## src/sq_config.svh

```systemverilog
//////////////////////////////////////////////////////////////////////
// sizing for the store queue subsystem
// SQ_DEPTH and MEM_WORDS must be powers of two
// PRF tags live in the low PRF_TAG_W bits of a waiting operand
//////////////////////////////////////////////////////////////////////

`ifndef SQ_CONFIG_SVH
`define SQ_CONFIG_SVH

// entries in each thread partition
`define SQ_DEPTH 8

// ROB index carried by every store
`define ROB_IDX_W 5

// physical register tag width, as seen on the CDB
`define PRF_TAG_W 6

// 64-bit data memory words, indexed by address bits above bit 2
`define MEM_WORDS 64

`endif

```

## src/sq_pkg.sv

```systemverilog
//////////////////////////////////////////////////////////////////////
// shared store queue types and the CDB wakeup helpers
// an operand with ready low holds its awaited tag in the low bits
//////////////////////////////////////////////////////////////////////

`include "sq_config.svh"

package sq_pkg;

	typedef struct packed {
		logic [63:0] value;		// data, or tag while waiting
		logic        ready;
	} sq_operand_t;

	// store as sent by rename
	typedef struct packed {
		logic                   thread;
		sq_operand_t            base;
		logic [63:0]            offset;
		sq_operand_t            data;
		logic [`ROB_IDX_W-1:0]  rob_idx;
	} store_req_t;

	typedef struct packed {
		logic                   thread;
		sq_operand_t            base;
		logic [63:0]            offset;
		sq_operand_t            data;
		logic [`ROB_IDX_W-1:0]  rob_idx;
		logic [63:0]            addr;		// only meaningful once base is ready
	} sq_entry_t;

	typedef struct packed {
		logic [63:0]            value;
		logic [`PRF_TAG_W-1:0]  tag;
	} cdb_t;

	typedef struct packed {
		logic                   thread;
		logic [`ROB_IDX_W-1:0]  rob_idx;
	} commit_t;

	typedef struct packed {
		logic [63:0] addr;
		logic [63:0] data;
	} mem_store_t;

	// picks up a broadcast value if this operand waits on its tag
	function automatic sq_operand_t wake_operand(sq_operand_t op, logic cdb_valid, cdb_t cdb);
		sq_operand_t woken;
		woken = op;
		if (!op.ready && cdb_valid && op.value[`PRF_TAG_W-1:0] == cdb.tag) begin
			woken.value = cdb.value;
			woken.ready = 1'b1;
		end
		return woken;
	endfunction

	// wakes both operands, then forms the address once base is known
	function automatic sq_entry_t settle_entry(sq_entry_t e, logic cdb_valid, cdb_t cdb);
		sq_entry_t settled;
		settled      = e;
		settled.base = wake_operand(e.base, cdb_valid, cdb);
		settled.data = wake_operand(e.data, cdb_valid, cdb);
		if (settled.base.ready)
			settled.addr = settled.base.value + e.offset;
		return settled;
	endfunction

endpackage

```

## src/store_dispatch.sv

```systemverilog
//////////////////////////////////////////////////////////////////////
// one-stage store dispatch: rename store in, queue entry out
// a CDB hit in the rename cycle is folded into the registered entry
// no back-pressure, rename must not send to a full partition
//////////////////////////////////////////////////////////////////////

`timescale 1ns/10ps

module store_dispatch (
	input  logic                clock,
	input  logic                reset,
	input  logic                store_valid,
	input  sq_pkg::store_req_t  store_req,
	input  logic                cdb_valid,
	input  sq_pkg::cdb_t        cdb,
	output logic                entry_valid,
	output sq_pkg::sq_entry_t   entry
);
	import sq_pkg::*;

	sq_entry_t raw_entry;		// rename fields mapped onto an entry
	sq_entry_t woken_entry;		// after same-cycle wakeup and address

	//////////////////////////////////////////////////////////////////////
	// entry formation
	//////////////////////////////////////////////////////////////////////

	always_comb begin
		raw_entry.thread  = store_req.thread;
		raw_entry.base    = store_req.base;
		raw_entry.offset  = store_req.offset;
		raw_entry.data    = store_req.data;
		raw_entry.rob_idx = store_req.rob_idx;
		raw_entry.addr    = '0;		// filled in below when base is ready
	end

	// catches a tag broadcast in the same cycle the store arrives,
	// otherwise that wakeup would be lost between rename and the queue
	assign woken_entry = settle_entry(raw_entry, cdb_valid, cdb);

	//////////////////////////////////////////////////////////////////////
	// output register
	//////////////////////////////////////////////////////////////////////

	always_ff @(posedge clock) begin
		if (reset) begin
			entry_valid <= 1'b0;
		end else begin
			entry_valid <= store_valid;		// one-cycle strobe follows the input
		end
	end

	always_ff @(posedge clock) begin
		if (store_valid) begin
			entry <= woken_entry;
		end
	end

endmodule

```

## config.mk

```make
export PLATFORM = sky130hd
export DESIGN_NAME = store_dispatch
export DESIGN_NICKNAME = d
export VERILOG_FILES = /design/src/sq_pkg.sv /design/src/store_dispatch.sv
export VERILOG_INCLUDE_DIRS = /design/src
export SDC_FILE = /design/constraint.sdc
export NUM_CORES = 1
export LEC_CHECK = 0
export ABC_AREA = 0
export BUFFER_PORTS_ARGS = -buffer_cell sky130_fd_sc_hd__buf_4
export CAP_MARGIN = 20
export CORE_AREA = 2 2 207 209
export DETAILED_ROUTE_END_ITERATION = 8
export DIE_AREA = 0 0 209 211
export HOLD_SLACK_MARGIN = 0.02
export PLACE_DENSITY = 0.54
export SYNTH_ARGS = -nofsm -noshare
export SYNTH_HDL_FRONTEND = slang
export SYNTH_SLANG_ARGS = --single-unit
```

## constraint.sdc

```tcl
create_clock -name clock -period 10.6 [get_ports clock]
set_clock_uncertainty 0.1 [all_clocks]
set_input_delay 1.06 -clock clock [delete_from_list [all_inputs] [get_ports clock]]
set_output_delay 1.06 -clock clock [all_outputs]
set_load 0.02 [all_outputs]
```

==> results.ini <==
[outcome]
status=finished clean

[job]
maxCapViolCount=0

[worst_hold_path]
holdCritPathClass=in -> reg

[sta]
holdWs_ns=0.534
max_freq_mhz=169
period_needed_ns=5.90
rsz0062_at_grt=false
max_slew_margin=0.315
slew_violations=0
setup_slack_ns=4.70
setup_viol=0
worst_pin_slew_ns=1.03
min_period_over_period=0.557
setup_tns_ns=0
hold_viol=0

[pwr]
ir_drop_v=0.000106
netSwitchingFraction=0.291
cellInternalPower_mw=2.15
switchingPower_uw=883
clkPwrFrac=0.336
power_frac_seq=0.426
powerDensity_nw_per_um2=157
leakagePower_nw=8.05
p_comb_frac=0.238

[synthesis]
synth_most_common_cell=edfxtp_1
syn_area_um2=13900
ys.warnings.count=0
synth_top_family_by_area=compound AO/OA/AOI/OAI gates
async_reset_ff_frac=0
yosysSeqAreaShare=0.574
ys.flop_type=edfxtp_1
synth_nets=1412
ys_top_cells_by_area=edfxtp_1, mux2_2, ha_1
synth_seq_cells=265
synth_commonest_cells=edfxtp_1, mux2_2, nor2_1
netlist.top_cell.by_area=edfxtp_1
ys_types=73
synth_cells=1074
synthAdderAreaFrac=0.0583
muxShareOfSynthArea=0.105
synth_compound_area_frac=0.106
synth_top_area_frac=0.572
syn_avg_cell_area_um2=12.9
synthSimpleGateAreaFrac=0.0910
synth_edf_count=264
synth-xor-area-share=0.0405

[global_routing]
antenna_found_initial=2
grt_usage=0.207
grt_max_degree=161
grt_pass1_wl_um=69100
grt-ovfl-total=0
grt_pass1_vias=11100

[critical_path]
arrival_ns=6.12
cpMostUsedCell=buf_4
critPathLaunchType=input pin
worstSetupEndpointType=flop
path_delay_family=compound AO/OA/AOI/OAI gates
crit_path_max_incr_delay_ns=0.60
path_cells=buf_4 -> xnor2_1 -> nand3_1 -> nor4_2 -> buf_4 -> buf_4 -> mux2_2 -> ha_1 -> a211o_1 -> a21boi_1 -> o2111ai_1 -> a211oi_2 -> a21oi_1 -> a21o_1 -> a211oi_1 -> nor4_1 -> or3b_1
path_class=in -> reg
worst-path-buf-inv=3
critPathMaxFanout=33
cp_slowest_cell=buf_4
critPathRequiredTime_ns=10.82

[cells_and_area]
layout-drive-gt1-share=0.452
fin_cells=2168
fin_nets=1942
area_growth_pct=39.6
post-route-util=0.463

[routing]
vias=11000
wire_per_inst_um=22.0
ant_nets=0
routed_wl_um=47700
drc=0
via_per_inst=5.08
drt_iter0_drc=635
dr.pass1.iters=5

[placed_design]
hpwl_um=37400
pre_cts_slack_ns=4.10
dp.cells=2110
gp_congestion=0.812
io_buffers=538

[clocking]
cts_resized=0
cts_sinks=265
numCtsBuffers=31
clock-root-buffer=clkbuf_16
htree_levels=1
clk_pin_slew_ns=0.06
cts_buffer_depth=3
hold_buffers=0
cts_tree=built
post_cts_buffers=0

[floorplan]
die_w_um=209
dieArea_um2=44100
die_height_um=211
start_util=0.332
ios=539
rows=75
core_um2=41800

-- power groups by stage --
stage	logic, mW	registers, mW	clock network [mW]
final	0.722	1.29	1.02
after global routing	0.775	1.30	1.09
after detailed placement	0.725	1.32	0
after global placement	0.724	1.31	0
after floorplan	0.257	1.44	0
after CTS	0.727	1.29	1.06
-- sequential cells by signal, indices dropped and copies added, names as in the netlist --
signal       flops
entry_valid      1
entry          264
-- cells by family after synthesis --
kind of cell	count (synthesis)
and+or+nand+nor	254
buffers and inverters	68
adders and majority gates	64
muxes	130
AOI/OAI and AO/OA	229
xor gates and xnor gates	64
DFF	265
-- final timing paths --
kind   start     endpoint  slack [ns]  cells after the start
max   cdb[4]    entry[59]        4.70                     17
min    reset  entry_valid        0.53                      2
-- layout by cell type, fill, tap and decap left out, drive strengths merged, types with 5 or more instances in the layout --
cell type,synthesis,final
a31oi,5,5
nand2,58,58
and2,7,7
nor3,14,14
edfxtp,264,264
xor2,30,30
nor2b,5,5
o211ai,7,7
clkinv,0,14
a21o,34,34
a21oi,80,80
ha,63,63
clkinvlp,0,5
a211oi,7,7
and3,9,9
inv,20,21
o21a,6,6
nor2,88,88
nand2b,8,8
clkbuf,32,35
o21ai,46,46
nand3,11,11
buf,15,545
xnor2,34,34
o21bai,9,9
mux2,127,127
nor4,9,9
nand4,25,25
-- cell type report --
class | instances | area (um^2)
fill | 3920 | 22400
inverter | 20 | 75.1
multi-input combinational | 741 | 5580
clock buffer | 35 | 791
antenna | 1 | 2.50
clock inverter | 22 | 166
sequential | 265 | 7950
timing repair buffer | 545 | 4110
tap | 539 | 674
-- metrics by stage --
stage                     power (mW)  area (um^2)
final                           3.04        19300
after global routing            3.17        19300
after CTS                       3.08        19300
after detailed placement        2.04        18400
after global placement          2.04        18400
after floorplan                 1.69        13900
-- per-layer routing --
layer  vias to the layer above  routed length [um]  track usage  part of all wire
li1                       5172                   -            -                 -
met1                      5332               19600        0.259              0.41
met2                       434               23200        0.353              0.49
met3                        71                3110       0.0430             0.065
met4                         0                1690       0.0768             0.035
met5                         -                   0            0                 0
No activity file was read; power rests on OpenSTA's default activity.
